--- src/source/dmix_pkg.sv ---
package dmix_pkg;

    // sample format
    localparam int SAMPLE_W = 24;  // pcm bits per sample

    // frame layout on the dac side
    localparam int FRAME_CLKS    = 128;  // clk245760 cycles per stereo frame, 192k
    localparam int BITS_PER_SIDE = 32;   // bck periods per lrck half

    // signed pcm, two's complement
    typedef logic signed [SAMPLE_W-1:0] sample_t;

    // 8.8 fixed point gain
    // 16'h0100 is unity
    typedef logic [15:0] vol_t;

    // mix accumulator
    // 24b x 17b product is 41b, >>>8 leaves 33b, 8 of those still fit
    typedef logic signed [41:0] acc_t;

    // i2s generator states
    typedef enum logic [1:0] {
        DAC_IDLE,   // out of reset, waiting for first frame
        DAC_LEFT,   // lrck low half
        DAC_RIGHT   // lrck high half
    } dac_state_e;

endpackage

--- src/source/dac_drv.sv ---
`timescale 1ns/1ps

module dac_drv (
    input  logic              clk245760,
    input  logic              rst_n_i,
    // pop/ack toward the mixer
    output logic [1:0]        pop_o,   // bit 0 left, bit 1 right
    input  logic [1:0]        ack_i,
    input  dmix_pkg::sample_t data_i,
    // i2s pins
    output logic              sck_o,
    output logic              bck_o,
    output logic              lrck_o,
    output logic              data_o
);

    localparam int CNT_W     = $clog2(dmix_pkg::FRAME_CLKS);
    localparam int SLOT_CLKS = dmix_pkg::FRAME_CLKS / 2;
    // trailing zeros of the word less the i2s delay bit
    localparam int PAD_W     = dmix_pkg::BITS_PER_SIDE - dmix_pkg::SAMPLE_W - 1;

    dmix_pkg::dac_state_e                state;
    logic [CNT_W-1:0]                    cnt;      // 0..127 within the frame
    dmix_pkg::sample_t                   word_l;   // next left slot
    dmix_pkg::sample_t                   word_r;   // next right slot
    logic [dmix_pkg::BITS_PER_SIDE-1:0]  shreg;    // msb is on the pin

    assign sck_o  = clk245760;              // master clock to the dac
    assign bck_o  = cnt[0];                 // clk/2 rising on odd counts
    assign lrck_o = (state == dmix_pkg::DAC_RIGHT);
    assign data_o = shreg[dmix_pkg::BITS_PER_SIDE-1];

    always_ff @(posedge clk245760 or negedge rst_n_i) begin
        if (!rst_n_i) begin
            state  <= dmix_pkg::DAC_IDLE;
            cnt    <= '0;
            pop_o  <= '0;
            word_l <= '0;  // first frame plays silence
            word_r <= '0;
            shreg  <= '0;
        end else begin
            pop_o <= '0;

            // acked words wait here until their slot comes round again
            if (ack_i[0]) begin
                word_l <= data_i;
            end
            if (ack_i[1]) begin
                word_r <= data_i;
            end

            case (state)
                dmix_pkg::DAC_IDLE: begin
                    // count stays at 0 and the first left slot starts next cycle
                    state    <= dmix_pkg::DAC_LEFT;
                    pop_o[0] <= 1'b1;
                    shreg    <= {1'b0, word_l, {PAD_W{1'b0}}};
                end
                default: begin
                    cnt <= cnt + 1'b1;  // wraps at frame end
                    if (cnt == CNT_W'(dmix_pkg::FRAME_CLKS-1)) begin
                        state    <= dmix_pkg::DAC_LEFT;
                        pop_o[0] <= 1'b1;                               // left pop at 0
                        shreg    <= {1'b0, word_l, {PAD_W{1'b0}}};
                    end else if (cnt == CNT_W'(SLOT_CLKS-1)) begin
                        state    <= dmix_pkg::DAC_RIGHT;
                        pop_o[1] <= 1'b1;                               // right pop at 64
                        shreg    <= {1'b0, word_r, {PAD_W{1'b0}}};
                    end else if (cnt[0]) begin
                        // bck falls so the next bit goes onto the pin
                        shreg <= {shreg[dmix_pkg::BITS_PER_SIDE-2:0], 1'b0};
                    end
                end
            endcase
        end
    end

endmodule

--- src/source/dmix_top.sv ---
`timescale 1ns/1ps

module dmix_top #(
    parameter int NUM_CH = 2  // stereo inputs, 1..8
)(
    input  logic                           clk245760,
    input  logic                           rst_n_i,
    // decoded input samples, one strobe per input
    input  logic [NUM_CH-1:0]              in_wr_i,
    input  logic [NUM_CH-1:0]              in_lr_i,     // 0 left, 1 right
    input  dmix_pkg::sample_t [NUM_CH-1:0] in_data_i,
    input  dmix_pkg::vol_t [NUM_CH*2-1:0]  vol_i,       // left at the lower index
    // i2s to the dac
    output logic                           dac_sck_o,
    output logic                           dac_bck_o,
    output logic                           dac_lrck_o,
    output logic                           dac_data_o
);

    logic [NUM_CH*2-1:0]              src_pop;   // mixer to fifos
    logic [NUM_CH*2-1:0]              src_ack;
    dmix_pkg::sample_t [NUM_CH-1:0]   src_data;
    logic [1:0]                       mix_pop;   // dac to mixer
    logic [1:0]                       mix_ack;
    dmix_pkg::sample_t                mix_data;

    // one stereo buffer per input
    for (genvar i = 0; i < NUM_CH; i++) begin : g_in
        sample_fifo u_fifo (
            .clk245760 (clk245760),
            .rst_n_i   (rst_n_i),
            .wr_i      (in_wr_i[i]),
            .lr_i      (in_lr_i[i]),
            .data_i    (in_data_i[i]),
            .pop_i     (src_pop[2*i +: 2]),
            .ack_o     (src_ack[2*i +: 2]),
            .data_o    (src_data[i])
        );
    end

    mixer #(
        .NUM_CH (NUM_CH)
    ) u_mixer (
        .clk245760  (clk245760),
        .rst_n_i    (rst_n_i),
        .src_pop_o  (src_pop),
        .src_ack_i  (src_ack),
        .src_data_i (src_data),
        .vol_i      (vol_i),
        .pop_i      (mix_pop),
        .ack_o      (mix_ack),
        .data_o     (mix_data)
    );

    dac_drv u_dac_drv (
        .clk245760 (clk245760),
        .rst_n_i   (rst_n_i),
        .pop_o     (mix_pop),
        .ack_i     (mix_ack),
        .data_i    (mix_data),
        .sck_o     (dac_sck_o),
        .bck_o     (dac_bck_o),
        .lrck_o    (dac_lrck_o),
        .data_o    (dac_data_o)
    );

endmodule

--- src/source/mixer.sv ---
`timescale 1ns/1ps

module mixer #(
    parameter int NUM_CH = 2
)(
    input  logic                             clk245760,
    input  logic                             rst_n_i,
    // toward the input fifos, two bits per channel
    output logic [NUM_CH*2-1:0]              src_pop_o,
    input  logic [NUM_CH*2-1:0]              src_ack_i,
    input  dmix_pkg::sample_t [NUM_CH-1:0]   src_data_i,
    // gains, {right, left} per channel
    input  dmix_pkg::vol_t [NUM_CH*2-1:0]    vol_i,
    // toward the dac driver
    input  logic [1:0]                       pop_i,
    output logic [1:0]                       ack_o,
    output dmix_pkg::sample_t                data_o
);

    localparam int CH_W = (NUM_CH > 1) ? $clog2(NUM_CH) : 1;

    // clamp limits of a 24 bit sample
    localparam dmix_pkg::acc_t SAT_HI = dmix_pkg::acc_t'(2**(dmix_pkg::SAMPLE_W-1) - 1);
    localparam dmix_pkg::acc_t SAT_LO = -dmix_pkg::acc_t'(2**(dmix_pkg::SAMPLE_W-1));

    typedef enum logic [1:0] {
        MIX_IDLE,   // waiting for a pop from the dac
        MIX_WAIT,   // source pop out, waiting for its ack
        MIX_DONE    // sum complete, clamp and ack
    } mix_state_e;

    mix_state_e         state;
    logic               side;        // 0 left, 1 right
    logic [CH_W-1:0]    ch;          // channel being popped
    logic [CH_W-1:0]    ch_nxt;
    logic [CH_W:0]      sel;         // {ch, side}, index into pop/ack/vol
    logic               last_ch;
    logic               src_ack;
    dmix_pkg::sample_t  cur_sample;
    dmix_pkg::vol_t     cur_vol;
    logic signed [40:0] prod;        // 24b signed x 17b signed
    dmix_pkg::acc_t     term;
    dmix_pkg::acc_t     acc;

    assign ch_nxt  = ch + 1'b1;
    assign sel     = {ch, side};
    assign last_ch = (ch == CH_W'(NUM_CH-1));
    assign src_ack = src_ack_i[sel];

    // scale the sample currently on the source bus
    always_comb begin
        cur_sample = src_data_i[ch];
        cur_vol    = vol_i[sel];
        prod       = cur_sample * $signed({1'b0, cur_vol});  // vol is unsigned
        term       = dmix_pkg::acc_t'(prod >>> 8);           // drop 8.8 fraction
    end

    // sweep control
    always_ff @(posedge clk245760 or negedge rst_n_i) begin
        if (!rst_n_i) begin
            state     <= MIX_IDLE;
            side      <= 1'b0;
            ch        <= '0;
            src_pop_o <= '0;
            ack_o     <= '0;
        end else begin
            src_pop_o <= '0;  // pops are single pulses
            ack_o     <= '0;
            case (state)
                MIX_IDLE: begin
                    if (|pop_i) begin
                        side  <= pop_i[1];
                        ch    <= '0;
                        src_pop_o[{{CH_W{1'b0}}, pop_i[1]}] <= 1'b1;  // channel 0 first
                        state <= MIX_WAIT;
                    end
                end
                MIX_WAIT: begin
                    if (src_ack) begin
                        if (last_ch) begin
                            state <= MIX_DONE;
                        end else begin
                            ch <= ch_nxt;
                            src_pop_o[{ch_nxt, side}] <= 1'b1;  // next channel, same side
                        end
                    end
                end
                MIX_DONE: begin
                    ack_o[side] <= 1'b1;  // 2*NUM_CH+2 after the dac pop
                    state       <= MIX_IDLE;
                end
                default: state <= MIX_IDLE;
            endcase
        end
    end

    // accumulate and clamp
    always_ff @(posedge clk245760) begin
        if (state == MIX_IDLE && |pop_i) begin
            acc <= '0;
        end else if (state == MIX_WAIT && src_ack) begin
            acc <= acc + term;
        end
        if (state == MIX_DONE) begin
            if (acc > SAT_HI) begin
                data_o <= dmix_pkg::sample_t'(SAT_HI);
            end else if (acc < SAT_LO) begin
                data_o <= dmix_pkg::sample_t'(SAT_LO);
            end else begin
                data_o <= dmix_pkg::sample_t'(acc);  // in range, low bits exact
            end
        end
    end

endmodule

--- src/source/sample_fifo.sv ---
`timescale 1ns/1ps

module sample_fifo (
    input  logic              clk245760,
    input  logic              rst_n_i,
    // write side, already decoded samples
    input  logic              wr_i,
    input  logic              lr_i,       // 0 left, 1 right
    input  dmix_pkg::sample_t data_i,
    // pop/ack toward the mixer
    input  logic [1:0]        pop_i,      // bit 0 left, bit 1 right
    output logic [1:0]        ack_o,
    output dmix_pkg::sample_t data_o
);

    localparam int DEPTH = 4;

    dmix_pkg::sample_t mem [2][DEPTH];   // [side][entry]
    logic [1:0]        wr_ptr [2];
    logic [1:0]        rd_ptr [2];
    logic [2:0]        cnt [2];          // occupancy 0..4
    dmix_pkg::sample_t hold [2];         // last popped value per side
    logic [1:0]        wr_en;            // write accepted on that side
    logic [1:0]        rd_en;            // pop takes a real entry

    // full side drops, empty side falls back to hold
    always_comb begin
        for (int s = 0; s < 2; s++) begin
            wr_en[s] = wr_i && (lr_i == s[0]) && (cnt[s] != 3'(DEPTH));
            rd_en[s] = pop_i[s] && (cnt[s] != 3'd0);
        end
    end

    always_ff @(posedge clk245760 or negedge rst_n_i) begin
        if (!rst_n_i) begin
            ack_o <= '0;
            for (int s = 0; s < 2; s++) begin
                wr_ptr[s] <= '0;
                rd_ptr[s] <= '0;
                cnt[s]    <= '0;
                hold[s]   <= '0;  // empty side repeats zero until written
            end
        end else begin
            ack_o <= pop_i;  // always one cycle after pop
            for (int s = 0; s < 2; s++) begin
                if (wr_en[s]) begin
                    wr_ptr[s] <= wr_ptr[s] + 2'd1;  // wraps at 4
                end
                if (rd_en[s]) begin
                    rd_ptr[s] <= rd_ptr[s] + 2'd1;
                    hold[s]   <= mem[s][rd_ptr[s]];
                end
                case ({wr_en[s], rd_en[s]})
                    2'b10:   cnt[s] <= cnt[s] + 3'd1;
                    2'b01:   cnt[s] <= cnt[s] - 3'd1;
                    default: ;  // both or neither, level unchanged
                endcase
            end
        end
    end

    // storage and read data
    always_ff @(posedge clk245760) begin
        for (int s = 0; s < 2; s++) begin
            if (wr_en[s]) begin
                mem[s][wr_ptr[s]] <= data_i;
            end
        end
        // only one side is popped at a time on this link
        if (pop_i[1]) begin
            data_o <= rd_en[1] ? mem[1][rd_ptr[1]] : hold[1];
        end else if (pop_i[0]) begin
            data_o <= rd_en[0] ? mem[0][rd_ptr[0]] : hold[0];
        end
    end

endmodule
--- config.mk ---
export PLATFORM = sky130hd
export DESIGN_NAME = dmix_top
export DESIGN_NICKNAME = d
export VERILOG_FILES = /design/src/source/dmix_pkg.sv /design/src/source/dac_drv.sv /design/src/source/dmix_top.sv /design/src/source/mixer.sv /design/src/source/sample_fifo.sv
export SDC_FILE = /design/constraint.sdc
export NUM_CORES = 2
export LEC_CHECK = 0
export BUFFER_PORTS_ARGS = -buffer_cell sky130_fd_sc_hd__buf_4
export CAP_MARGIN = 20
export CORE_MARGIN = 4
export CORE_UTILIZATION = 43
export CTS_CLUSTER_DIAMETER = 150
export DETAILED_ROUTE_END_ITERATION = 7
export HOLD_SLACK_MARGIN = 0.06
export PLACE_DENSITY = 0.63
export SLEW_MARGIN = 10
export SYNTH_ARGS = -nofsm -noshare
export SYNTH_HDL_FRONTEND = slang
export SYNTH_SLANG_ARGS = --single-unit
--- constraint.sdc ---
create_clock -name clk245760 -period 14.2 [get_ports clk245760]
set_input_delay 2.84 -clock clk245760 [delete_from_list [all_inputs] [get_ports clk245760]]
set_output_delay 2.84 -clock clk245760 [all_outputs]
set_load 0.02 [all_outputs]
Word-level counts from Yosys, hierarchy flattened
Memory sizes are Yosys's and may differ from the RTL's.
Cells that the tools add are included.
{"block": "totals", "elab_cells": 233, "memories": 2, "inputBits": 118, "reg_bits": 343, "ramBits": 384}
{"name": "g_in[0].u_fifo.mem", "words": 2, "word_bits": 96, "read_ports": 2, "rd_clocked_by_memory_dff": 0, "wr": 1, "line": "sample_fifo.sv:18", "text": "dmix_pkg::sample_t mem [2][DEPTH];"}
{"name": "g_in[1].u_fifo.mem", "words": 2, "word_bits": 96, "read_ports": 2, "rd_clocked_by_memory_dff": 0, "wr": 1, "line": "sample_fifo.sv:18"}
{"block": "classes", "muxes": 84, "magnitude_cmp": 22, "n_eq_ne": 20, "multipliers": 1, "bitwise_logic": 10, "add_sub_neg": 19, "reduce_logical": 42}
{"operator": "$mux 96", "count": 8}
{"operator": "$mux 24", "count": 23}
{"operator": "$bmux 24 s2", "count": 4}
{"operator": "$demux 24 s2", "count": 4}
{"operator": "$reduce_or 96->1", "count": 2}
{"operator": "$mux 32", "count": 4}
{"operator": "$add 42x33->42", "count": 1}
{"operator": "$gt 42x24->1 const B", "count": 1}
{"operator": "$lt 42x24->1 const B", "count": 1}
{"operator": "$mul 24x17->41", "count": 1}
{"operator": "$bmux 16 s2", "count": 1}
{"operator": "$ge 3x3->1 const B", "count": 8}
{"operator": "$not 2->3", "count": 8}
{"operator": "$pmux 3 s2", "count": 4}
{"operator": "$logic_and 1x1->1", "count": 21}
{"operator": "$mux 1", "count": 18}
{"operator": "$add 2x1->2 const B", "count": 8}
{"operator": "$mux 16", "count": 1}
{"operator": "$mux 2", "count": 8}
{"operator": "$reduce_bool 3->1", "count": 5}
{"operator": "$reduce_bool 2->1", "count": 7}
{"operator": "$add 3x1->3 const B", "count": 4}
{"operator": "$eq 2x2->1 const B", "count": 6}
{"operator": "$lt 3x1->1 const B", "count": 4}
{"operator": "26 further kinds", "count": 46}

Logic depth before layout (Yosys ltp)
{"block": "logic_depth", "depth_word": 8, "depth_mapped": 43, "mapped_depth_nobuf": 39}

By module
Synthesis repeated with hierarchy kept, for this count alone.
{"block": "unflattened", "cells_unflattened": 3731, "area_unflattened_um2": 44581.5}
{"module": "sample_fifo", "cells_each": 611, "area_each_um2": 10801.6, "seq_area_each_um2": 8087.8, "instances": 2}
{"module": "mixer", "cells_each": 2199, "area_each_um2": 19205.9, "seq_area_each_um2": 1811.7, "instances": 1}
{"module": "dac_drv", "cells_each": 310, "area_each_um2": 3772.4, "seq_area_each_um2": 2102.0, "instances": 1}

==> impl_results.md <==
* GR Util All Layers at between 10% and 20%
* Final Setup Violations at 0
* Max-slew headroom at around 28%
* Main synth FF type: edfxtp_1
* DRC viols at 0
* TritonRoute pass-1 iters at 7
* Post-synth EDFFs at roughly 460
* Distinct cells, synth at 77
* Die Area at 106700 sq um
* MaxCap Viol Count at 0
* Wirelength per Cell at between 15 and 20 microns
* Area grow syn2layout at 11.58%
* Worst Min Path Start: u_dac_drv.cnt[5]
* Syn_nets at approximately 4400
* Most Frequent Cell on Critical Path: fa_1
* Routed WL at between 100 and 150 mm
* Total congestion overflow at 0
* Pins Over Slew Limit at 0
* Average vias per placed instance at just over 5
* Synth Instances at 3689
* Worst skew pair latency at 760 ps
* Worst Path Arrival at about 13000 ps
* Share of cells above drive strength 1 at 13.43%
* CTS tree: done
* DR iter-0 viols at between 2000 and 2500
* Nets at roughly 4400
* CP Capture Type: flip-flop
* Die width at about 330 microns
* Post-Syn Area per Cell at 11.83 sq um
* Ys Warns at 0
* Worst R2R Start: u_mixer.ch
* Final hold violations at 0
* Synthesized area at 43650 sq um
* Number of global-route vias before repair at about 28000
* Number of I/O port buffers at around 120
* Vias after detailed routing at 26950
* Worst Tran Pin Value at around 1100 ps
* Io pins at around 120
* Critical-path top delay cell: o21ai_2
* RSZ-0062 raised after global routing: false
* Fill cells at 8958
* Die H at about 330 microns
* Initial Util at 43.46%
* Top-area cell type share of the netlist area at 31.37%
* Outcome: finished, final reports clean
* Synth cell count leaders: 651 x nand2_1, 500 x inv_1, 456 x edfxtp_1
* Post-route ant nets at 0
* Async S/R FF share, synth at 30.83%
* Minimum clock period at ~12000 ps
* Seq/Total Area, Yosys at ~46%
* Post CTS Setup Buffer Count at 0
* Crit start category: input pin
* Cell taking the most area after synthesis: edfxtp_1
* Rows at between 100 and 150
* DP Wirelength at 69.19 mm
* First-pass GRT wire length at between 150 and 200 mm
* Multi-input gate area at roughly 21000 sq um
* Post-cts sizing count at 0
* Period utilization at a little over four fifths
* Reg area at ~20000 sq um
* Setup Crit Path Kind: input pin to flip-flop
* Sum of negative setup slack at 0 ps
* Clock slew at reported path FFs at 60 ps
* Most numerous cell in the Yosys netlist: nand2_1
* CTS Hold Bufs at 0
* Antenna violations before repair at 3
* Routability Congestion at between 0.8 and 0.9
* Dominant cells by area after synthesis: edfxtp_1 31%, fa_1 17%, dfrtp_1 13%
* Clk_skew at roughly 25 ps
* Worst min path class: flip-flop to flip-flop
* Yosys reg bits at 720
* CP max stage delay at between 600 and 700 ps
* FMAX at about 84 MHz
* Crit path required time at 14880 ps
* Largest net degree at the start of global routing at 96
* Crit path from: vol_i[23]
* Placeable Area at about 100000 sq um
* CP Max Fanout at 15
worst max-delay path, delay by kind of cell:
kind            cells  cell delay [ps]
compound gates     16             4170
fa+ha+maj           8             3600
xor+xnor            2              280
mux                 1              270
simple gates        5              780
buf+inv             6              600
logic make-up after synthesis:
| logic type | synth area share, % |
|---|---|
| mux | 8.379 |
| buf+inv | 5.659 |
| simple gates | 10.59 |
| xor+xnor | 1.926 |
| flops | 46.03 |
| compound gates | 5.260 |
| fa+ha+maj | 22.16 |
stage by stage:
| step | instance area, sq um | std cells | utilization, % | hold slack (ps) | setup slack [ps] |
|---|---|---|---|---|---|
| 4_1_cts | 48660 | 5197 | 48.45 | 469.5 | 2388 |
| 5_1_grt | 48700 | 5200 | 48.49 | 482.1 | 1730 |
| 3_5_place_dp | 46120 | 5054 | 45.92 | 456.1 | 1609 |
| 3_3_place_gp | 46100 | 5053 | 45.90 | 449.9 | 1737 |
| 2_1_floorplan | 43650 | 3689 | - | 351.9 | 2675 |
| 6_report | 48700 | 5200 | 48.49 | 467.3 | 2317 |
layer usage:
| metal | global-route usage [%] | wire (microns) | vias to the layer above |
|---|---|---|---|
| met5 | 0 | 34 | - |
| met3 | 2.828 | 5586 | 146 |
| met4 | 5.407 | 2247 | 4 |
| met1 | 27.16 | 44740 | 13560 |
| met2 | 30.95 | 47540 | 793 |
| li1 | - | - | 12450 |
cell usage in the layout, fill, tap and decap left out, drive strengths merged, types with 6 or more instances in the layout:
cell type,netlist,layout
clkinv,4,34
and2,56,56
or3,6,6
o21bai,9,9
a21o,39,39
fa,380,380
nand2b,35,35
dfrtp,222,222
nor3,13,13
dfxtp,42,42
mux2,79,79
a31oi,56,56
xnor2,70,70
mux4,106,106
inv,500,505
a21oi,92,92
mux2i,38,38
nand2,651,651
nor2b,15,15
o31ai,7,7
and3,10,10
nand4,16,16
ha,165,165
buf,17,163
o21ai,56,56
a222oi,23,23
a211oi,8,8
nor2,266,266
o21a,16,16
edfxtp,456,456
xor2,26,26
or2,7,7
clkbuf,136,100
nand3,20,20
flip-flops by register name, indices dropped and copies added (netlist names), 12 cells and up:
| register | flops |
|---|---|
| u_mixer.acc | 42 |
| g_in.u_fifo.hold | 96 |
| u_dac_drv.word_r | 24 |
| g_in.u_fifo.cnt | 12 |
| u_dac_drv.word_l | 24 |
| g_in.u_fifo.mem | 384 |
| u_mixer.data_o | 24 |
| g_in.u_fifo.data_o | 48 |
| u_dac_drv.shreg | 25 |
path summary, 6_finish.rpt:
path	end	slack, ps	depth (start not counted)
max	u_mixer.acc[41]	2320	38
min	u_dac_drv.cnt[5]	470	1
max reg2reg	u_mixer.acc[41]	3220	35
min reg2reg	u_dac_drv.cnt[5]	470	1
max in group asynchronous	g_in[0].u_fifo.rd_ptr[2]	10450	2
min in group asynchronous	u_dac_drv.cnt[4]	2090	1
final cells by class:
type / count / area share (%)
multi-input combinational: 2312 / 43.53
sequential: 720 / 41.27
clock buffer: 101 / 4.362
inverter: 504 / 3.884
tap: 1357 / 3.486
timing repair buffer: 162 / 2.602
clock inverter: 43 / 0.8632
antenna: 1 / 0.005138
Power is not shown: default switching activity piles up to over one toggle a cycle in this logic, so the estimate is an artifact.
